## src/trs_bus_pkg.sv

```systemverilog
`default_nettype none

package trs_bus_pkg;

  // z80 i/o port map, model III
  localparam logic [7:0] TRS_IO_PORT     = 8'h1F;
  localparam logic [7:0] FREHD_BASE      = 8'hC0; // 16 ports
  localparam logic [7:0] PRINTER_BASE    = 8'hF8; // 2 ports
  localparam logic [7:0] CASS_PORT       = 8'hFF;
  localparam logic [7:0] ORCH_L_PORT     = 8'h75;
  localparam logic [7:0] ORCH_R_PORT     = 8'h79;
  localparam logic [7:0] FLASH_CTRL_PORT = 8'hFC;
  localparam logic [7:0] FLASH_DATA_PORT = 8'hFD;

  typedef struct packed {
    logic [7:0] a;       // low address byte
    logic [7:0] d;       // data from the z80
    logic       in_n;
    logic       out_n;
    logic       ioreq_n;
  } z80_bus_t;

  typedef struct packed {
    logic trs_io_in;
    logic trs_io_out;
    logic frehd_in;
    logic frehd_out;
    logic printer_rd;
    logic printer_wr;
    logic cass_out;
    logic orch_l_out;
    logic orch_r_out;
    logic flash_ctrl_out;
    logic flash_data_in;
    logic flash_data_out;
    logic io_access;     // one cycle per bus access
  } port_sel_t;

  // code on ESP_S, tells the esp which port was hit
  typedef enum logic [3:0] {
    ESP_TRS_IO_IN  = 4'd0,
    ESP_TRS_IO_OUT = 4'd1,
    ESP_FREHD_IN   = 4'd2,
    ESP_FREHD_OUT  = 4'd3,
    ESP_PRINTER_RD = 4'd4,
    ESP_PRINTER_WR = 4'd5,
    ESP_IDLE       = 4'hF
  } esp_func_t;

  // flash control byte: cs active high, wpn active low
  typedef union packed {
    logic [7:0] raw;
    struct packed {
      logic       cs;
      logic       wpn;
      logic [5:0] unused;
    } f;
  } flash_ctrl_u;

endpackage

`default_nettype wire

```

## src/host_cmd_pkg.sv

```systemverilog
`default_nettype none

package host_cmd_pkg;

  typedef enum logic [7:0] {
    OP_GET_COOKIE       = 8'd0,
    OP_DBUS_READ        = 8'd3,
    OP_DBUS_WRITE       = 8'd4,
    OP_DATA_READY       = 8'd5,
    OP_GET_VERSION      = 8'd15,
    OP_GET_MODE         = 8'd16,
    OP_ABUS_READ        = 8'd18,
    OP_SET_LED          = 8'd26,
    OP_GET_CONFIG       = 8'd27,
    OP_SET_SPI_CTRL_REG = 8'd29,
    OP_SET_SPI_DATA     = 8'd30,
    OP_GET_SPI_DATA     = 8'd31,
    OP_SET_VPRINTER_EN  = 8'd33
  } host_op_t;

  typedef struct packed {
    logic       stb;   // one cycle per command
    host_op_t   op;
    logic [7:0] param;
  } host_cmd_t;

  localparam logic [7:0] COOKIE        = 8'hAF;
  localparam logic [2:0] VERSION_MAJOR = 3'd0;
  localparam logic [4:0] VERSION_MINOR = 5'd3;
  localparam logic [3:0] TRS_MODE      = 4'h8; // model III

  // number of parameter bytes after the opcode
  function automatic logic param_count(host_op_t op);
    case (op)
      OP_DBUS_WRITE, OP_SET_LED, OP_SET_SPI_CTRL_REG,
      OP_SET_SPI_DATA, OP_SET_VPRINTER_EN: return 1'b1;
      default: return 1'b0;
    endcase
  endfunction

endpackage

`default_nettype wire

```

## src/flash_spi_master.sv

```systemverilog
`timescale 1ns/1ps
`default_nettype none

module flash_spi_master
  import trs_bus_pkg::*;
  import host_cmd_pkg::*;
#(
  parameter int FLASH_HALF_CYCLES = 8
) (
  input  wire        clk,
  input  wire        rst_n,
  input  port_sel_t  sel,
  input  z80_bus_t   bus,
  input  host_cmd_t  cmd,
  output logic [7:0] flash_rx,
  output logic       flash_cs_n,
  output logic       flash_sck,
  output logic       flash_si,
  input  wire        flash_so
);

  localparam int HW = (FLASH_HALF_CYCLES > 1) ? $clog2(FLASH_HALF_CYCLES) : 1;

  flash_ctrl_u   ctrl;
  logic          busy;
  logic [HW-1:0] half_cnt;   // cycles within a half period
  logic [3:0]    phase;      // 16 half periods, odd ones have sck high
  logic [7:0]    shift;
  logic          port_wr;
  logic          cmd_wr;

  assign port_wr = sel.io_access & sel.flash_data_out;
  assign cmd_wr  = cmd.stb & (cmd.op == OP_SET_SPI_DATA);

  always_ff @(posedge clk or negedge rst_n) begin
    if (!rst_n) begin
      ctrl.raw <= 8'h00;
      busy     <= 1'b0;
      half_cnt <= '0;
      phase    <= 4'd0;
      flash_si <= 1'b0;
    end else begin
      if (sel.io_access && sel.flash_ctrl_out)
        ctrl.raw <= bus.d;
      else if (cmd.stb && cmd.op == OP_SET_SPI_CTRL_REG)
        ctrl.raw <= cmd.param;

      if (busy) begin
        if (half_cnt == HW'(FLASH_HALF_CYCLES - 1)) begin
          half_cnt <= '0;
          phase    <= phase + 4'd1;
          if (phase == 4'd15)
            busy <= 1'b0;
        end else
          half_cnt <= half_cnt + 1'b1;
        if (half_cnt == '0 && !phase[0])
          flash_si <= shift[7];   // msb first, set up while sck is low
      end else if (port_wr || cmd_wr) begin
        busy     <= 1'b1;
        half_cnt <= '0;
        phase    <= 4'd0;
      end
    end
  end

  always_ff @(posedge clk) begin
    if (busy && half_cnt == '0 && phase[0])
      shift <= {shift[6:0], flash_so};
    else if (!busy && port_wr)
      shift <= bus.d;
    else if (!busy && cmd_wr)
      shift <= cmd.param;
  end

  assign flash_rx   = shift;
  assign flash_cs_n = ~ctrl.f.cs;
  assign flash_sck  = busy & phase[0];

endmodule

`default_nettype wire

```

## config.mk

```make
export PLATFORM = sky130hd
export DESIGN_NAME = flash_spi_master
export DESIGN_NICKNAME = d
export VERILOG_FILES = /design/src/trs_bus_pkg.sv /design/src/host_cmd_pkg.sv /design/src/flash_spi_master.sv
export SDC_FILE = /design/constraint.sdc
export NUM_CORES = 1
export LEC_CHECK = 0
export ABC_AREA = 1
export BUFFER_PORTS_ARGS = -buffer_cell sky130_fd_sc_hd__buf_4
export CAP_MARGIN = 0
export CORE_MARGIN = 2
export CORE_UTILIZATION = 38
export DETAILED_ROUTE_END_ITERATION = 6
export HOLD_SLACK_MARGIN = 0.12
export PLACE_DENSITY = 0.84
export SYNTH_ARGS = -nofsm -noshare
export SYNTH_HDL_FRONTEND = slang
export SYNTH_SLANG_ARGS = --single-unit
```

## constraint.sdc

```tcl
create_clock -name clk -period 1.6 [get_ports clk]
set_input_delay 0.24 -clock clk [delete_from_list [all_inputs] [get_ports clk]]
set_output_delay 0.24 -clock clk [all_outputs]
set_load 0.02 [all_outputs]
```

==> Yosys cells after proc, flatten, opt, wreduce, memory -nomap -nowiden <==
Index checks and enable logic that the tools add are counted.
{ "classes": {"bitwise_logic": 4, "eq_ne": 5, "add_sub_neg": 2, "reduce_logical": 16, "mux": 15} }
{ "op_table": {"columns": ["cell", "count"], "rows": [
  ["$mux W8", 5],
  ["$eq A8 B5 Y1 const B", 2],
  ["$mux W4", 3],
  ["$mux W3", 3],
  ["$logic_and A1 B1 Y1", 7],
  ["$add A4 B1 Y4 const B", 1],
  ["$eq A4 B4 Y1 const B", 1],
  ["$mux W1", 4],
  ["$reduce_and A2 Y1", 2],
  ["$reduce_bool A2 Y1", 2],
  ["$add A3 B1 Y3 const B", 1],
  ["$and A1 B1 Y1", 3],
  ["$eq A3 B3 Y1 const B", 1],
  ["$logic_not A3 Y1", 1],
  ["$reduce_bool A3 Y1", 1],
  ["$logic_not A1 Y1", 2],
  ["$ne A2 B1 Y1 const B", 1],
  ["$logic_or A1 B1 Y1", 1],
  ["$not A1 Y1", 1]
]} }
{ "totals": {"word_cells": 48, "input_bits": 52, "reg_bits": 25, "out_inout_bits": 11} }

==> Logic depth before layout (Yosys ltp) <==
Gate-level depths: netlist of the first run.
{ "depth": {"depth_word": 6, "ltp_mapped": 8, "depth_no_buf": 8} }

==> Worst setup path after synthesis of the first run <==
No wires, ideal clock.
{ "synth_timing": {"path_kind": "register -> register", "from": "register half_cnt[0]", "to": "register shift[0], in the netlist flash_rx[0] (enable)", "t_arrival_ps": 1165, "period_less_slack_ps": 1494, "required_ps": 1271, "setup_time_ps": 329, "path_buffers": 1, "stages_incl_launch_ff": 8, "setup_slack_ps": 106, "cell_sequence": "dfrtp_1 -> inv_1 -> ha_1 -> inv_1 -> nor2_2 -> nand2_4 -> buf_6 -> nand2_1"} }
{ "synth_via": {"elab_chain_len": 4} }
{ "synth_lines": {"columns": ["element", "line", "source"], "rows": [
  ["start: declaration", "flash_spi_master.sv:26", "logic [HW-1:0] half_cnt;"],
  ["start signal: assignment", "flash_spi_master.sv:55", "half_cnt <= half_cnt + 1'b1;"],
  ["$logic_not A3 Y1", "flash_spi_master.sv:67", "if (busy && half_cnt == '0 && phase[0])"],
  ["$logic_and A1 B1 Y1 (2 in a row)", "flash_spi_master.sv:67", null],
  ["$reduce_bool A3 Y1 (no line)", null, null],
  ["end signal: assignment", "flash_spi_master.sv:68", "shift <= {shift[6:0], flash_so};"],
  ["end signal: assignment", "flash_spi_master.sv:70", "shift <= bus.d;"],
  ["end signal: assignment", "flash_spi_master.sv:72", "shift <= cmd.param;"],
  ["end: declaration", "flash_spi_master.sv:28", "logic [7:0] shift;"]
]} }
Every way passes these cells.
A chain may end at the register's enable or synchronous reset.

==> Final worst setup path of the first run <==
{ "layout_timing": {"from": "register half_cnt[0]", "to": "register shift[3], in the netlist flash_rx[3] (enable)"} }
Same word-level chain as after synthesis.

==> run_results.csv, run 1 <==
group,metric,value,unit
floorplanning,die-width,56.0,um
global_route,grt_pass1_wl,3950,um
yosys,synth_compound_area_share,6.34,%
run_status,status,"complete, no violations",
global_route,grt_pass1_vias,967,
worst_hold_path,hold_end,"ctrl[7]",
yosys,synth_most_common_cell,"nand2_1",
yosys,synth_edf_count,8,
yosys,synth.distinct_cells,19,
sta,relSlewSlack,74.9,%
worst_setup_path,r2r-end,"flash_rx[3]",
yosys,synthCells,125,
yosys,ys_ff_latch,18,
clock_tree,cts_tree,"yes",
floorplanning,core_area,0.00252,mm^2
drt,dr.pass1.iters,4,
yosys,synth_top_family_by_area,"simple AND/OR/NAND/NOR gates",
sta,worst_slack,0.0986,ns
floorplanning,rows,18,
sta,slew_viol_final,0,
yosys,syn-num-nets,181,
worst_setup_path,crit_fanout,17,
worst_setup_path,path_class,"register to register",
sta,fin_setup_tns,0,ns
worst_setup_path,slowest_stage,"dfrtp_1",
drt,routed_wl,2410,um
drt,wl_met2,1270,um
drt,dr_total_vias,972,
sta,fin_crit,1.50,ns
worst_hold_path,min_from,"sel[3]",
clock_tree,clk_latency,0.30,ns
clock_tree,cts_sinks,18,
sta,max_freq,666,MHz
worst_setup_path,rrSetupSlack,0.1,ns
pwr,p_leak,0.725,nW
worst_hold_path,hold_path.class,"primary input to register",
drt,antenna_left,0,
clock_tree,cts_buffers,3,
drt,post_drt_wl_per_cell,12.0,um
clock_tree,htree_levels,1,
yosys,synthXorXnorAreaFrac,0.854,%
global_route,antenna_found_initial,0,
global_route,grt_start_max_net_pins,18,
yosys,synth-async-reset-ratio,55.6,%
placed_design,gp_congestion,0.732,
drt,highest_layer,"met4",
worst_setup_path,crit_required,1.62,ns
placed_design,io_buffers,41,
sta,setup_viol,0,
flow_run,maxCapViolations,0,
worst_setup_path,worstPathCellList,"inv_1 > ha_1 > inv_1 > nor2_4 > nand2_4 > nand2_1 > buf_4",
pwr,peakVddDrop,0.748,mV
yosys,synth_ff_type,"dfrtp_1",
drt,wl_met3,152,um
worst_setup_path,crit_path_start_kind,"register",
floorplanning,die_area,0.00313,mm^2
global_route,gr-total-overflow,0,
yosys,synth_top_area_cell,"dfrtp_1",
layout,diodes,0,
yosys,synth_common_cells,"nand2_1 (44), nor2_1 (15), inv_1 (14)",
layout,syn_to_final_growth,36.2,%
worst_setup_path,endpoint_kind,"register",
sta,tightestPinTransition,0.376,ns
worst_setup_path,critical_path.most_common_cell,"inv_1",
placed_design,dpl.hpwl,1950,um
sta,grt_setup_unrepaired,"no",
sta,period_share,93.8,%
floorplanning,fp.dieH,56.0,um
drt,met1_length,960,um
pwr,power.density,1230,mW/mm^2
worst_hold_path,holdPathStages,4,
clock_tree,cts_buffer_depth,2,
floorplanning,ios,63,
yosys,yosysWarnings,0,
drt,viasPerCell,4.86,
yosys,netlist.area_leader.share,24.4,%
yosys,syn_avg_cell_area,8.21,um^2
yosys,synthAdderAreaFrac,4.88,%
layout,drive_above_1_share,30.6,%
worst_setup_path,cpPeakStageDelay,0.43,ns
yosys,synth_seq_area_share,47.8,%
layout,fin_nets,227,
yosys,synth_area_leaders,"dfrtp_1 (24%), edfxtp_1 (23%), nand2_1 (16%)",
yosys,syn_area,0.00103,mm^2
drt,drtIter0Drc,8,
clock_tree,cts_root_buf,"clkbuf_4",
yosys,synthMuxAreaShare,2.20,%
placed_design,placed_cell_area,0.00136,mm^2
sta,fin_worst_skew,0.00354,ns
placed_design,dp_slack,0.0664,ns
yosys,yosys.area_share.simple,30.0,%
drt,drc,0,
worst_setup_path,reg2regPathDepth,7,
global_route,track_usage,15.9,%
layout,finalInstanceArea,0.00140,mm^2
worst_setup_path,crit_arrival,1.52,ns
floorplanning,floorplan.initialDensity,40.7,%
clock_tree,clk_pin_slew,0.11,ns
sta,hold_viol,0,
worst_setup_path,reg2reg_from,"half_cnt[0]",
==> cells in the final DEF, fill, tap and decap left out, types with 2 or more instances in the layout <==
master,count
nor2_4,2
nand2_1,44
mux2_2,2
o21ai_0,2
inv_1,14
dfrtp_1,10
nor2_1,15
ha_1,4
nand2_4,2
a31oi_1,8
edfxtp_1,8
clkbuf_4,3
nand3_1,7
buf_4,42
==> area by class of cell <==
class                      count  area [um^2]
inverter                      15         58.8
tap                           30         37.5
clock buffer                   4         26.3
timing repair buffer          43          325
sequential                    18          490
fill                         227         1120
multi-input combinational     90          459
==> report_power, final <==
group,internal (mW),switching [mW]
registers,0.636,0.117
clock network,0.0972,0.158
logic,0.314,0.394
==> layer usage <==
layer	up-vias	global-route usage, %
li1	491	-
met1	446	16.1
met2	30	29.6
met3	5	5.35
met4	0	6.12
met5	-	0
==> worst max-delay path by stage <==
stage,from,to,slack (ns),cells past startpoint
floorplan,half_cnt[0],flash_rx[0],0.11,7
global placement,half_cnt[0],flash_rx[0],0.11,7
detailed placement,half_cnt[0],flash_rx[0],0.07,7
CTS,half_cnt[0],flash_rx[3],0.05,7
global route,half_cnt[0],flash_rx[3],0.02,7
finish,half_cnt[0],flash_rx[3],0.1,7
==> worst max-delay path: cells and delay by family, from the launching register on <==
family | cells | cell delay, ns
fa+ha+maj | 1 | 0.14
simple gates | 3 | 0.35
flops | 1 | 0.43
buf+inv | 3 | 0.30
==> sequential cells by signal, indices dropped and copies added (netlist names) <==
signal,flops
ctrl,1
flash_rx,8
half_cnt,3
phase,4
flash_si,1
busy,1
==> cell families after synthesis <==
family,Yosys count
flops,18
buf+inv,17
simple gates,72
mux,2
compound gates,11
xor+xnor,1
fa+ha+maj,4
==> repair_timing <==
action / in CTS / in global routing
resized for setup: 0 / 1
endpoints found under the setup margin: 0 / 8
endpoints found under the hold margin: 10 / 0
setup buffers: 0 / 0
hold buffers: 1 / 0
==> stage by stage <==
stage / utilization (%) / total power, mW / hold WS, ns / instances
after global placement: 53.8 / 1.41 / 0.0771 / 195
after global routing: 55.4 / 1.83 / 0.270 / 200
final: 55.4 / 1.72 / 0.284 / 200
after detailed placement: 53.8 / 1.47 / 0.0805 / 195
after CTS: 55.2 / 1.72 / 0.275 / 200
after floorplan: - / 1.20 / -0.0556 / 125
Power figures use the tool's default switching activity.
==> run 2, diff against run 1 <==
--- a/config.mk
+++ b/config.mk
@@ -6,13 +6,14 @@
 export NUM_CORES = 1
 export LEC_CHECK = 0
 export ABC_AREA = 1
-export BUFFER_PORTS_ARGS = -buffer_cell sky130_fd_sc_hd__buf_4
+export BUFFER_PORTS_ARGS = -buffer_cell sky130_fd_sc_hd__buf_2
 export CAP_MARGIN = 0
 export CORE_MARGIN = 2
 export CORE_UTILIZATION = 38
 export DETAILED_ROUTE_END_ITERATION = 6
 export HOLD_SLACK_MARGIN = 0.12
 export PLACE_DENSITY = 0.84
+export REMOVE_ABC_BUFFERS = 1
 export SYNTH_ARGS = -nofsm -noshare
 export SYNTH_HDL_FRONTEND = slang
 export SYNTH_SLANG_ARGS = --single-unit
==> constraint.sdc (replaced) <==
create_clock -name clk -period 1.6 [get_ports clk]
set_input_delay 0 -clock clk [delete_from_list [all_inputs] [get_ports clk]]
set_output_delay 0 -clock clk [all_outputs]
set_load 0.02 [all_outputs]
==> run 2 against run 1 <==
Clock skew grew 0.0064 ns. Sequential power is essentially flat. Non-clock buffer count grew 24. Final cell count grew 12%. Combinational power shrank 1%. Sequential share of layout area shrank 3.0 points. Clock power shrank 7%. Die area is the same. Clock-buffer cell count shrank 1.
==> run_results.csv, run 2 (same netlist as run 1, synthesis figures left out) <==
group,metric,value,unit
drt,drc,0,
layout,largest_reg_flops,8,
layout,num-fill-cells,196,
worst_setup_path,crit_fanout,8,
sta,hold_viol,0,
placed_design,dpl.hpwl,1700,um
worst_hold_path,min_from,"sel[0]",
drt,viasPerCell,4.77,
sta,tightestPinTransition,0.474,ns
worst_setup_path,reg2regPathDepth,6,
drt,dr.pass1.iters,4,
sta,slew_viol_final,0,
drt,antenna_left,0,
drt,post_drt_wl_per_cell,12.0,um
global_route,grt_start_max_net_pins,17,
worst_setup_path,crit_path_start_kind,"register",
flow_run,maxCapViolations,0,
worst_hold_path,holdPathStages,5,
worst_setup_path,crit_arrival,1.45,ns
worst_setup_path,rrSetupSlack,0.12,ns
layout,final_cell_mix,"nand2_1 (44), buf_2 (41), dlygate4sd3_1 (23)",
global_route,gr-total-overflow,0,
drt,drtIter0Drc,29,
floorplanning,ios,63,
layout,layout_commonest_cell,"nand2_1",
worst_setup_path,reg2reg_from,"half_cnt[0]",
clock_tree,cts_root_buf,"clkbuf_4",
sta,period_share,92.4,%
floorplanning,die-width,56.0,um
floorplanning,fp.dieH,56.0,um
worst_setup_path,cp-startpoint,"half_cnt[0]",
global_route,antenna_found_initial,0,
worst_setup_path,path_class,"register to register",
clock_tree,htree_levels,1,
pwr,power.density,1100,mW/mm^2
layout,syn_to_final_growth,49.1,%
clock_tree,cts_buffers,3,
placed_design,io_buffers,41,
floorplanning,die_area,0.00313,mm^2
sta,max_freq,676,MHz
sta,fin_crit,1.48,ns
sta,worst_slack,0.121,ns
drt,routed_wl,2690,um
sta,setup_viol,0,
worst_setup_path,endpoint_kind,"register",
clock_tree,cts_tree,"yes",
sta,relSlewSlack,68.3,%
run_status,status,"complete, no violations",
layout,multi_input_area,459,um^2
sta,fin_worst_skew,0.00993,ns
layout,diodes,0,
sta,holdWs,0.188,ns
clock_tree,cts_sinks,18,
placed_design,dp_slack,0.125,ns
global_route,track_usage,18.8,%
clock_tree,clk_pin_slew,0.11,ns
global_route,grt_pass1_wl,4570,um
pwr,p_leak,0.786,nW
pwr,peakVddDrop,0.839,mV
layout,drive_above_1_share,27.8,%
worst_hold_path,hold_end,"ctrl[7]",
worst_setup_path,crit_required,1.57,ns
worst_setup_path,r2r-end,"flash_rx[3]",
drt,dr_total_vias,1069,
clock_tree,cts_setup_buffers,0,
worst_hold_path,hold_path.class,"primary input to register",
clock_tree,clk_latency,0.30,ns
layout,final-seq-area,490,um^2
floorplanning,floorplan.initialDensity,40.7,%
global_route,grt_pass1_vias,1100,
placed_design,gp_congestion,0.785,
layout,fin_nets,251,
pwr,power,1.69,mW
clock_tree,cts_buffer_depth,2,
floorplanning,rows,18,
floorplanning,core_area,0.00252,mm^2
-- run 2: cell types whose count changed in the layout (fill, tap and decap cells not counted), sizes merged --
cell and delta:
clkinv +1, dlygate4sd3 +22, buf +2, clkbuf -1
-- run 2: area by class of cell --
class	instances	area share (%)
Clock buffer	3	1.47
Clock inverter	1	0.245
Inverter	15	3.84
Multi-Input combinational cell	90	30.0
Sequential cell	18	32.1
Tap cell	30	2.45
Timing Repair Buffer	67	29.9
-- run 2: stage by stage --
stage	setup TNS, ns	utilization, %	std cells	area, um^2
after CTS	0	60.9	225	1540
after global placement	0	50.3	197	1270
final	0	60.7	224	1530
after detailed placement	0	50.3	197	1270
after floorplan	0	-	123	1000
after global routing	-0.0365	60.7	224	1530
-- run 2: repair_timing --
| action | 4_1_cts | 5_1_grt |
|---|---|---|
| hold buffers | 24 | 0 |
| resized for setup | 0 | 1 |
| endpoints found under the hold margin | 19 | 0 |
| setup endpoints to repair | 0 | 15 |
-- run 2: worst max-delay path by stage --
stage	endpoint	slack, ns	cells past startpoint
2_1_floorplan	flash_rx[0]	0.19	6
3_3_place_gp	flash_rx[2]	0.14	6
3_5_place_dp	flash_rx[0]	0.13	6
4_1_cts	ctrl[7]	0.08	7
5_1_grt	flash_rx[0]	-0.01	8
6_report	flash_rx[3]	0.12	6
-- run 2: power by group --
group / switching [mW] / internal (mW) / leakage, nW
Sequential: 0.116 / 0.637 / 0.192
Clock: 0.147 / 0.0910 / 0.0154
Combinational: 0.403 / 0.295 / 0.579
Total: 0.666 / 1.02 / 0.786
-- run 2: routing by layer --
layer / global-route usage, % / vias to the layer above / share of wire (%)
met4: 9.86 / 0 / 2.5
met2: 33.6 / 36 / 52
met3: 6.51 / 6 / 5.6
li1: - / 542 / -
met5: 0 / - / 0
met1: 18.9 / 485 / 40
-- run 2: worst max-delay path, cell delays in order (launching register included) --
cell     delay (ns)
dfrtp_1        0.42
inv_1          0.07
ha_1           0.13
inv_1          0.06
nor2_4         0.13
nand2_4        0.05
nand2_1        0.29
