<file path="src/trs_bus_pkg.sv">
`default_nettype none

package trs_bus_pkg;

  // z80 i/o port map, model III
  localparam logic [7:0] TRS_IO_PORT     = 8'h1F;
  localparam logic [7:0] FREHD_BASE      = 8'hC0; // 16 ports
  localparam logic [7:0] PRINTER_BASE    = 8'hF8; // 2 ports
  localparam logic [7:0] CASS_PORT       = 8'hFF;
  localparam logic [7:0] ORCH_L_PORT     = 8'h75;
  localparam logic [7:0] ORCH_R_PORT     = 8'h79;
  localparam logic [7:0] FLASH_CTRL_PORT = 8'hFC;
  localparam logic [7:0] FLASH_DATA_PORT = 8'hFD;

  typedef struct packed {
    logic [7:0] a;       // low address byte
    logic [7:0] d;       // data from the z80
    logic       in_n;
    logic       out_n;
    logic       ioreq_n;
  } z80_bus_t;

  typedef struct packed {
    logic trs_io_in;
    logic trs_io_out;
    logic frehd_in;
    logic frehd_out;
    logic printer_rd;
    logic printer_wr;
    logic cass_out;
    logic orch_l_out;
    logic orch_r_out;
    logic flash_ctrl_out;
    logic flash_data_in;
    logic flash_data_out;
    logic io_access;     // one cycle per bus access
  } port_sel_t;

  // code on ESP_S, tells the esp which port was hit
  typedef enum logic [3:0] {
    ESP_TRS_IO_IN  = 4'd0,
    ESP_TRS_IO_OUT = 4'd1,
    ESP_FREHD_IN   = 4'd2,
    ESP_FREHD_OUT  = 4'd3,
    ESP_PRINTER_RD = 4'd4,
    ESP_PRINTER_WR = 4'd5,
    ESP_IDLE       = 4'hF
  } esp_func_t;

  // flash control byte: cs active high, wpn active low
  typedef union packed {
    logic [7:0] raw;
    struct packed {
      logic       cs;
      logic       wpn;
      logic [5:0] unused;
    } f;
  } flash_ctrl_u;

endpackage

`default_nettype wire

</file>
<file path="src/port_decoder.sv">
`timescale 1ns/1ps
`default_nettype none

module port_decoder
  import trs_bus_pkg::*;
(
  input  wire       clk,
  input  wire       rst_n,
  input  z80_bus_t  bus,
  input  wire       vprinter_en,
  output port_sel_t sel,
  output logic      dbus_dir
);

  logic       rd;
  logic       wr;
  logic       trs_io_hit;
  logic       frehd_hit;
  logic       printer_hit;
  logic [2:0] acc_sync;  // [1:0] synchroniser, [2] edge history
  logic       io_access_q;

  assign rd = ~bus.in_n & ~bus.ioreq_n;
  assign wr = ~bus.out_n & ~bus.ioreq_n;

  assign dbus_dir = bus.in_n | bus.ioreq_n; // low while the z80 reads

  always_ff @(posedge clk or negedge rst_n) begin
    if (!rst_n) begin
      acc_sync    <= 3'b000;
      io_access_q <= 1'b0;
    end else begin
      acc_sync    <= {acc_sync[1:0], rd | wr};
      io_access_q <= acc_sync[1] & ~acc_sync[2]; // rising edge only
    end
  end

  assign trs_io_hit  = (bus.a == TRS_IO_PORT);
  assign frehd_hit   = (bus.a[7:4] == FREHD_BASE[7:4]);
  assign printer_hit = vprinter_en & (bus.a[7:1] == PRINTER_BASE[7:1]);

  always_comb begin
    sel.trs_io_in      = trs_io_hit & rd;
    sel.trs_io_out     = trs_io_hit & wr;
    sel.frehd_in       = frehd_hit & rd;
    sel.frehd_out      = frehd_hit & wr;
    sel.printer_rd     = printer_hit & rd;
    sel.printer_wr     = printer_hit & wr;
    sel.cass_out       = (bus.a == CASS_PORT) & wr;
    sel.orch_l_out     = (bus.a == ORCH_L_PORT) & wr;
    sel.orch_r_out     = (bus.a == ORCH_R_PORT) & wr;
    sel.flash_ctrl_out = (bus.a == FLASH_CTRL_PORT) & wr;
    sel.flash_data_in  = (bus.a == FLASH_DATA_PORT) & rd;
    sel.flash_data_out = (bus.a == FLASH_DATA_PORT) & wr;
    sel.io_access      = io_access_q;
  end

endmodule

`default_nettype wire

</file>
<file path="config.mk">
export PLATFORM = sky130hd
export DESIGN_NAME = port_decoder
export DESIGN_NICKNAME = d
export VERILOG_FILES = /design/src/trs_bus_pkg.sv /design/src/port_decoder.sv
export SDC_FILE = /design/constraint.sdc
export NUM_CORES = 1
export LEC_CHECK = 0
export ABC_AREA = 1
export ABC_CLOCK_PERIOD_IN_PS = 1100
export CORE_AREA = 3 3 40 42
export CTS_CLUSTER_SIZE = 40
export DETAILED_ROUTE_END_ITERATION = 7
export DIE_AREA = 0 0 43 45
export DONT_BUFFER_PORTS = 1
export PLACE_DENSITY = 0.47
export SETUP_SLACK_MARGIN = 0.1
export SYNTH_ARGS = -nofsm -noshare
export SYNTH_HDL_FRONTEND = slang
export SYNTH_SLANG_ARGS = --single-unit
export TNS_END_PERCENT = 1
</file>
<file path="constraint.sdc">
create_clock -name clk -period 1.1 [get_ports clk]
set_input_delay 0.11 -clock clk [delete_from_list [all_inputs] [get_ports clk]]
set_output_delay 0.11 -clock clk [all_outputs]
set_load 0.02 [all_outputs]
</file>
Word-level counts from Yosys, hierarchy flattened --
Cells that the tools add are included.
Cells by class: eq/ne operators 8, bitwise logic cells 22
Operators by type and width (count):
- 8-bit equality test, second input constant | 3
- 1-bit AND | 16
- 8-bit by 7-bit equality test with 1-bit output, second input constant | 2
- 8-bit by 5-bit equality test with 1-bit output, second input constant | 1
- 7-bit equality test, second input constant | 1
- 4-bit equality test, second input constant | 1
- 1-bit NOT | 4
- 1-bit OR | 2
Storage, ports and cells: register bits after elaboration 4, bits of input ports 22, logic and storage cells 32

Logic depth before layout (Yosys ltp) --
Gate-level depths: netlist of run 1.
depth in word-level cells 3, mapped depth 5

Worst setup path after synthesis of run 1 --
No wires, ideal clock.
kind in2out, start input port bus[0] (netlist bit), end output port sel[10] (netlist bit), arrival time 742 ps, required time 990 ps, setup slack 248 ps, stages 3, cells stage by stage nor2_1 inv_1 nor2_1
RTL lines:
- start, declared | RTL line port_decoder.sv:9 | input z80_bus_t bus,
- end, declared | RTL line port_decoder.sv:11 | output port_sel_t sel,

==> summary.md, run 1 <==
| Metric | Value |
|---|---|
| Run status | completed |
| VDD IR-drop max | between 600 and 700 µV |
| Crit. End Element | primary output |
| Setup-failing EPs final | 0 |
| Period utilisation layout | 0.751 |
| Hold endpoint | acc_sync[0] |
| Critical-path top delay cell | nor2_1 |
| Beginning of the worst register-to-register path | acc_sync[1] |
| Routed via count | 353 |
| HP Class | primary input to flip-flop |
| Vias in the first global route | roughly 340 |
| Commonest non-fill, non-tap cells in the layout | nor2_1 (21), inv_1 (11), nand2_1 (11) |
| Post-route cell area | approximately 440 µm² |
| RR Endpoint | io_access_q |
| RSZ-0062 raised after global routing | false |
| Clock Pin Slew Worst Setup and Hold Paths | 30 ps |
| Clock H-tree levels | 1 |
| Final max-slew violation count | 0 |
| P_leak | 0.000229 µW |
| Routed WL per cell | approximately 9.3 µm |
| Drt pass-1 iters | 2 |
| Ports | 36 |
| Die Area | 0.00194 mm² |
| N_diodes | 0 |
| Mapped cell area | 333 µm² |
| Worst EP arrival | 720 ps |
| Root Buffer | clkbuf_4 |
| DRC viols | 0 |
| Setup bufs post-CTS | 0 |
| Layout cells sized above 1 | 0.246 |
| Worst Path Required | between 900 and 1000 ps |
| Global route total overflow | 0 |
| Total GRT Usage | 0.0942 |
| Synth Net Count | 80 |
| Post-Synthesis Cells | 58 |
| Max_cap viols | 0 |
| Synth warnings | 0 |
| P per Cell Area | ~900 mW/mm² |
| Clock skew | 5.47 ps |
| DRT iter0 DRCs | 2 |
| Largest net degree at the start of global routing | 6 |
| Worst setup SP type | primary input |
| Area Overhead vs Synth | 31.2% |
| Hpwl dp | 678 µm |
| Worst Min Path Start | bus[0] |
| Area occupied by multi-input gates | approximately 180 µm² |
| Placed inst area | 404 µm² |
| Clk_lat worst skew | ~240 ps |
| Fillers | 152 |
| Sequential cell area | roughly 100 µm² |
| CP max FO | 5 |
| CTS buffer count | 3 |
| Final Hold Viols | 0 |
| Fmax | 1210 MHz |
| Least-Margin Pin Slew | 383 ps |
| Setup ws final | 273 ps |
| Tmin final | about 830 ps |
| Fin util | 0.340 |
| Post-route setup TNS | 0 ps |
| ANT nets after route | 0 |
| Largest stage delay, worst path | 310 ps |
| Pre-CTS setup slack | 252 ps |
| Clk buf depth | 2 |
| Avg Cell Area, Syn | around 5.7 µm² |
| Routed WL | 780 µm |
| CP most frequent cell | nor2_1 |
| Commonest non-fill, non-tap cell in the layout | nor2_1 |
| Flop2flop setup slack | between 500 and 600 ps |
| Port-buffer cells | 0 |
| Yosys reg bits | 4 |
| R2R cell count | 2 |
| Critical path type | primary input to primary output |
| Row Count | 13 |
| Clock net sink count | 4 |
| Post-cts sizing count | 0 |
| Initial core utilization | 0.259 |
| Final nets | 93 |
| Yosys cell types | 12 |
| Chip height | ~45 µm |
| CP Cell Sequence | inv_1 -> nand2_2 -> nor2_1 -> nand2_1 -> nor2_1 |
| Slew margin rel. | 0.744 |
| RD Place Congestion | about 0.6 |
| Initial antenna violation count | 0 |
| First-pass GRT wire length | 1300 µm |
| CTS tree | done |
| Hold path depth | 3 |
| Core area | ~0.0013 mm² |
| Sequential area share after synthesis | 0.301 |
| Die W | 43 µm |
| Avg Vias per Cell | 4.20 |
## state kept, by name, summed over array words and instances, names as in the netlist
name	count
acc_sync	3
io_access_q	1
## stage by stage
stage          cells  total power [µW]  hold slack (ps)
2_1_floorplan     58               214             -186
3_3_place_gp      80               221             -186
3_5_place_dp      80               221             -185
4_1_cts           84               415             90.8
5_1_grt           84               442              109
6_report          84               405             89.9
## synthesized netlist by cell type
cell type	instances	area [µm²]
nor2_1	21	78.8
nand3_1	2	10.0
nand3b_1	1	7.51
or2_2	1	6.26
inv_2	1	3.75
inv_1	11	41.3
nand2_1	11	41.3
nor2_4	1	11.3
nand2_2	3	18.8
dfrtp_1	4	100
or2_1	1	6.26
buf_4	1	7.51
## per-layer routing
layer  wire, µm  vias up  share of wire  track usage
li1           -      187              -            -
met1        336      141           0.43        0.114
met2        309       23           0.40        0.120
met3        119        2           0.15       0.0797
met4         14        0          0.018       0.0361
met5          0        -              0            0
## how the worst max path moves through the flow
stage | from | slack, ps | cells after the start | to
after global placement | bus[1] | 260 | 5 | sel[4]
after CTS | bus[0] | 250 | 3 | sel[12]
after detailed placement | bus[1] | 250 | 5 | sel[4]
after global routing | bus[1] | 150 | 6 | sel[1]
after floorplan | bus[0] | 250 | 3 | sel[10]
final | bus[1] | 270 | 5 | sel[5]
## logic make-up (layout without fill, tap and decap cells)
kind of cell           count (synthesis)  count (layout)  share of synthesized area
AND/OR/NAND/NOR                       41              41                      0.541
flip-flops                             4               4                      0.301
buffers and inverters                 13              24                      0.158
## timing repair
item	4_1_cts	5_1_grt
endpoints found under the setup margin	0	0
hold buffers	1	0
hold endpoints to repair	4	0
## final cells by class
| class | count | share of cell area |
|---|---|---|
| clock buffer | 3 | 0.0516 |
| inverter | 12 | 0.103 |
| multi-input combinational | 41 | 0.413 |
| sequential | 4 | 0.229 |
| tap | 15 | 0.0430 |
| timing repair buffer | 9 | 0.160 |
## critical path: cells and delay by family
kind          cells  cell delay (ps)
buf+inv           1               40
simple gates      4              570
## power by group
part | leakage, µW | total [µW] | internal, µW | switching, µW
combinational | 0.000166 | 56.8 | 21.9 | 34.8
sequential | 0.0000488 | 166 | 159 | 7.02
clock | 0.0000138 | 182 | 122 | 60.2
No activity file was read; power rests on OpenSTA's default activity.
==> inputs of run 2 (changes only) <==
- ABC_CLOCK_PERIOD_IN_PS: 1100 -> 800
- clock period: 1.1 -> 0.8 ns (I/O delays scaled with it)
==> summary.md, run 2 (synthesis results as in run 1) <==
| Metric | Value |
|---|---|
| Beginning of the worst register-to-register path | acc_sync[1] |
| Tmin final | 748 ps |
| Fin util | 0.393 (+0.0536) |
| Initial core utilization | 0.259 (unchanged) |
| CP startpoint | io_access_q |
| Clock Pin Slew Worst Setup and Hold Paths | 40 ps (about the same) |
| RSZ-0062 raised after global routing | true |
| Layout cells sized above 1 | 0.452 (+0.206) |
| Port-buffer cells | 0 (unchanged) |
| Drt pass-1 iters | 4 (+2) |
| P per Cell Area | 1130 mW/mm² (+22%) |
| Global route total overflow | 0 (unchanged) |
| Core area | 0.00128 mm² (unchanged) |
| Period utilisation layout | 0.935 |
| Setup ws final | 51.8 ps (-222 ps) |
| Post-route setup TNS | 0 ps (unchanged) |
| Final nets | 97 (+4.3%) |
| Routed WL per cell | 8.91 µm (-4.1%) |
| Initial antenna violation count | 0 (unchanged) |
| Fillers | 148 (-2.6%) |
| Critical path type | flip-flop to primary output |
| CTS tree | done |
| N_diodes | 0 (unchanged) |
| Max_cap viols | 0 (unchanged) |
| Vias in the first global route | 374 (+11%) |
| Flop2flop setup slack | 250 ps (-310 ps) |
| DRT iter0 DRCs | 9 (+7) |
| Biggest register | acc_sync |
| Fin Hold WS | 94.1 ps (+4.15 ps) |
| Capture point of the worst path | sel[0] |
| Commonest non-fill, non-tap cells in the layout | nor2_1 (15), buf_4 (12), nand2_1 (10) |
| Largest regs | acc_sync x3, io_access_q x1 |
| HP Class | primary input to flip-flop |
| CP max FO | 1 (-4) |
| Routed via count | 375 (+6.2%) |
| Setup bufs post-CTS | 0 (unchanged) |
| Run status | completed |
| Max reg flops | 3 (unchanged) |
| Worst setup SP type | flip-flop |
| VDD IR-drop max | 801 µV (+33%) |
| Routed WL | 784 µm (+0.51%) |
| Die Area | 0.00194 mm² (unchanged) |
| Avg Vias per Cell | 4.26 (+1.4%) |
| Final Hold Viols | 0 (unchanged) |
| Crit. End Element | primary output |
| First-pass GRT wire length | 1370 µm (+5.3%) |
| Worst EP arrival | 670 ps (-50 ps) |
| R2R cell count | 2 (unchanged) |
| Hpwl dp | 684 µm (+0.96%) |
| Fmax | 1340 MHz |
| Die W | 43 µm (unchanged) |
| Clock skew | 3.58 ps (-1.90 ps) |
| Clock H-tree levels | 1 (unchanged) |
| Slew margin rel. | 0.876 (+0.132) |
| Setup-failing EPs final | 0 (unchanged) |
| Least-Margin Pin Slew | 185 ps (-198 ps) |
| RR Endpoint | io_access_q |
| Worst Path Required | 720 ps (-270 ps) |
| Clk_lat worst skew | 230 ps (about the same) |
| Largest net degree at the start of global routing | 5 (-1) |
| Clock net sink count | 4 (unchanged) |
| DRC viols | 0 (unchanged) |
| CTS buffer count | 3 (unchanged) |
| RD Place Congestion | 0.655 (+7.7%) |
| Ports | 36 (unchanged) |
| Total GRT Usage | 0.0992 (+0.00508) |
| Area Overhead vs Synth | 51.9% |
| Pre-CTS setup slack | 30.9 ps (-221 ps) |
| P_leak | 0.000249 µW (+8.8%) |
| Commonest non-fill, non-tap cell in the layout | nor2_1 |
| ANT nets after route | 0 (unchanged) |
| Row Count | 13 (unchanged) |
| Clk buf depth | 2 (unchanged) |
| Final max-slew violation count | 0 (unchanged) |
| Levels on crit path | 0 (-5) |
| Root Buffer | clkbuf_4 |
| Chip height | 45 µm (unchanged) |
run 2: changes by cell type in the layout (fill, tap and decap cells not counted):
cell	previous run	this run
nor2_4	1	4
dfrtp_1	4	3
nor2_1	21	15
buf_4	8	12
inv_1	11	7
inv_2	1	5
nand2_4	0	1
nor2_2	0	3
nand2_1	11	10
dfrtp_2	0	1
run 2: what timing repair did:
action                                 4_1_cts  5_1_grt
setup endpoints to repair                    9       14
pin swaps                                    0        7
endpoints found under the hold margin        4        0
resized for setup                            2       12
hold buffers                                 1        0
run 2: routing by layer:
layer	vias up	global-route usage	wire length [µm]
met4	0	0.0542	12
met3	2	0.0717	109
li1	196	-	-
met2	22	0.126	327
met1	155	0.121	335
met5	-	0	0
run 2: stage by stage:
stage | std cells | power, µW | area (µm²)
after floorplan | 58 | 296 | 338
after detailed placement | 84 | 310 | 439
final | 88 | 572 | 505
after CTS | 88 | 579 | 482
after global placement | 84 | 308 | 439
after global routing | 88 | 632 | 505
run 2: layout make-up:
cell class                      instances  area, µm²  area share
Multi-Input combinational cell         41        218       0.431
Timing Repair Buffer                   13        100       0.198
Sequential cell                         4        101       0.200
Tap cell                               15       18.8      0.0371
Clock buffer                            3       22.5      0.0446
Inverter                               12       45.0      0.0891
run 2: worst min-delay path by stage:
stage	startpoint	endpoint	slack (ps)	cells after the start
2_1_floorplan	rst_n	acc_sync[0]	-220	0
3_3_place_gp	rst_n	acc_sync[0]	-220	0
3_5_place_dp	rst_n	acc_sync[0]	-220	0
4_1_cts	rst_n	acc_sync[2]	110	1
5_1_grt	bus[2]	acc_sync[0]	90	3
6_report	bus[2]	acc_sync[0]	90	3
run 2: where the power goes:
| part | total, µW | internal [µW] | leakage (µW) | switching, µW |
|---|---|---|---|---|
| clock | 245 | 167 | 0.0000138 | 78.0 |
| sequential | 230 | 220 | 0.0000475 | 9.94 |
| combinational | 97.0 | 38.1 | 0.000187 | 58.9 |
| total | 572 | 425 | 0.000249 | 147 |
run 2: worst min-delay path, cell delays in order:
cell and delay (ps):
nor2_2 30, inv_2 110, nand2_1 60
==> inputs of run 3 (changes only) <==
- ABC_CLOCK_PERIOD_IN_PS: 800 -> 900
- clock period: 0.8 -> 0.9 ns (I/O delays scaled with it)
==> summary.md, run 3 (synthesis results as in run 1) <==
| Metric | Value |
|---|---|
| Run status | completed |
| DRT iter0 DRCs | 4 (-5) |
| Final max-slew violation count | 0 (unchanged) |
| Commonest non-fill, non-tap cell in the layout | nor2_1 |
| Cells after DPL | 84 (unchanged) |
| Post-route setup TNS | 0 ps (unchanged) |
| Flop2flop setup slack | 350 ps (+100 ps) |
| Critical path type | flip-flop to primary output |
| Finished Layout Cells | 88 (unchanged) |
| Largest net degree at the start of global routing | 6 (+1) |
| RD Place Congestion | 0.640 (-2.3%) |
| Least-Margin Pin Slew | 374 ps (+189 ps) |
| Clock skew | 6.51 ps (+2.93 ps) |
| Final Hold Viols | 0 (unchanged) |
| Setup-failing EPs final | 0 (unchanged) |
| Fin util | 0.367 (-0.0263) |
| ANT nets after route | 0 (unchanged) |
| Routed WL | 848 µm (+8.2%) |
| Avg Vias per Cell | 4.17 (-2.1%) |
| Worst Path Required | 810 ps (+90 ps) |
| Fmax | approximately 1300 MHz |
| Chip height | 45 µm (unchanged) |
| DRC viols | 0 (unchanged) |
| Row Count | 13 (unchanged) |
| CP startpoint | io_access_q |
| CP max FO | 1 (unchanged) |
| Commonest non-fill, non-tap cells in the layout | nor2_1 (19), buf_4 (12), inv_1 (11), nand2_1 (11), dfrtp_1 (4) |
| Initial core utilization | 0.259 (unchanged) |
| Period utilisation layout | 0.843 |
| Max reg flops | 3 (unchanged) |
| Levels on crit path | 0 (unchanged) |
| Crit. End Element | primary output |
| Fillers | 164 (+11%) |
| Largest regs | acc_sync x3, io_access_q x1 |
| First-pass GRT wire length | 1480 µm (+8.0%) |
| RSZ-0062 raised after global routing | true |
| VDD IR-drop max | 470 µV (-41%) |
| Die W | 43 µm (unchanged) |
| Final nets | 97 (unchanged) |
| Clk_lat worst skew | 230 ps (about the same) |
| Layout cells sized above 1 | 0.315 (-0.137) |
| Routed via count | 367 (-2.1%) |
| Setup ws final | 141 ps (+89.2 ps) |
| Clock net sink count | 4 (unchanged) |
| Max_cap viols | 0 (unchanged) |
| Port-buffer cells | 0 (unchanged) |
| Capture point of the worst path | sel[0] |
| Total design power | 496 µW (-13%) |
| Hpwl dp | 705 µm (+3.1%) |
| N_diodes | 0 (unchanged) |
| Worst setup SP type | flip-flop |
| CTS tree | done |
| Ports | 36 (unchanged) |
| Core area | 0.00128 mm² (unchanged) |
| Die Area | 0.00194 mm² (unchanged) |
| Initial antenna violation count | 0 (unchanged) |
| Clock Pin Slew Worst Setup and Hold Paths | 40 ps (about the same) |
| Beginning of the worst register-to-register path | acc_sync[1] |
| Slew margin rel. | 0.750 (-0.126) |
| Area Overhead vs Synth | 41.7% |
| HP Class | primary input to flip-flop |
| P per Cell Area | 1050 mW/mm² (-7.0%) |
| Total GRT Usage | 0.104 (+0.00500) |
| Root Buffer | clkbuf_4 |
| Worst EP arrival | 670 ps (about the same) |
| Tmin final | 759 ps |
| Pre-CTS setup slack | 95.9 ps (+65.0 ps) |
| R2R cell count | 2 (unchanged) |
| Global route total overflow | 0 (unchanged) |
| Setup bufs post-CTS | 0 (unchanged) |
| Biggest register | acc_sync |
| Clock H-tree levels | 1 (unchanged) |
| RR Endpoint | io_access_q |
| P_leak | 0.000250 µW (+0.64%) |
| Clk buf depth | 2 (unchanged) |
| Drt pass-1 iters | 4 (unchanged) |
| CTS buffer count | 3 (unchanged) |
| Vias in the first global route | 393 (+5.1%) |
| Routed WL per cell | 9.64 µm (+8.2%) |
## run 3: tightest hold or removal path, delay by kind of cell
kind	cells	cell delay (ps)
AND/OR/NAND/NOR	2	160
buffers and inverters	1	30
## run 3: metrics by stage
step | hold slack, ps | instance area (µm²)
4_1_cts | 90.3 | 469
3_3_place_gp | -206 | 434
3_5_place_dp | -206 | 434
6_report | 90.1 | 472
2_1_floorplan | -206 | 333
5_1_grt | 116 | 472
## run 3: how the worst min path moves through the flow
stage | startpoint | end | slack [ps] | cells past startpoint
after detailed placement | rst_n | acc_sync[0] | -210 | 0
after global routing | bus[0] | acc_sync[0] | 120 | 3
after floorplan | rst_n | acc_sync[0] | -210 | 0
after global placement | rst_n | acc_sync[0] | -210 | 0
final | bus[0] | acc_sync[0] | 90 | 3
after CTS | bus[0] | acc_sync[0] | 90 | 3
## run 3: what timing repair did
item                                    4_1_cts  5_1_grt
endpoints found under the setup margin        3       11
cloned                                        0        0
endpoints found under the hold margin         4        0
gates resized for setup                       1        1
hold buffers                                  1        0
## run 3: metal layers
metal  GRT usage  routed length (µm)  vias to the layer above
met5           0                   0                        -
met4      0.0542                  14                        0
met3      0.0558                  95                        2
met2       0.153                 335                       19
met1       0.123                 402                      152
li1            -                   -                      194
## run 3: area by class of cell
cell class / instances / area, µm² / share of cell area
timing repair buffer: 13 / 100 / 0.212
inverter: 12 / 45.0 / 0.0955
clock buffer: 3 / 22.5 / 0.0477
multi-input combinational: 41 / 185 / 0.393
tap: 15 / 18.8 / 0.0398
sequential: 4 / 100 / 0.212
## run 3: report_power, final
part / total [µW] / switching, µW / internal [µW]
clock: 220 / 71.4 / 149
sequential: 204 / 9.00 / 195
combinational: 72.5 / 44.8 / 27.8
total: 496 / 125 / 371
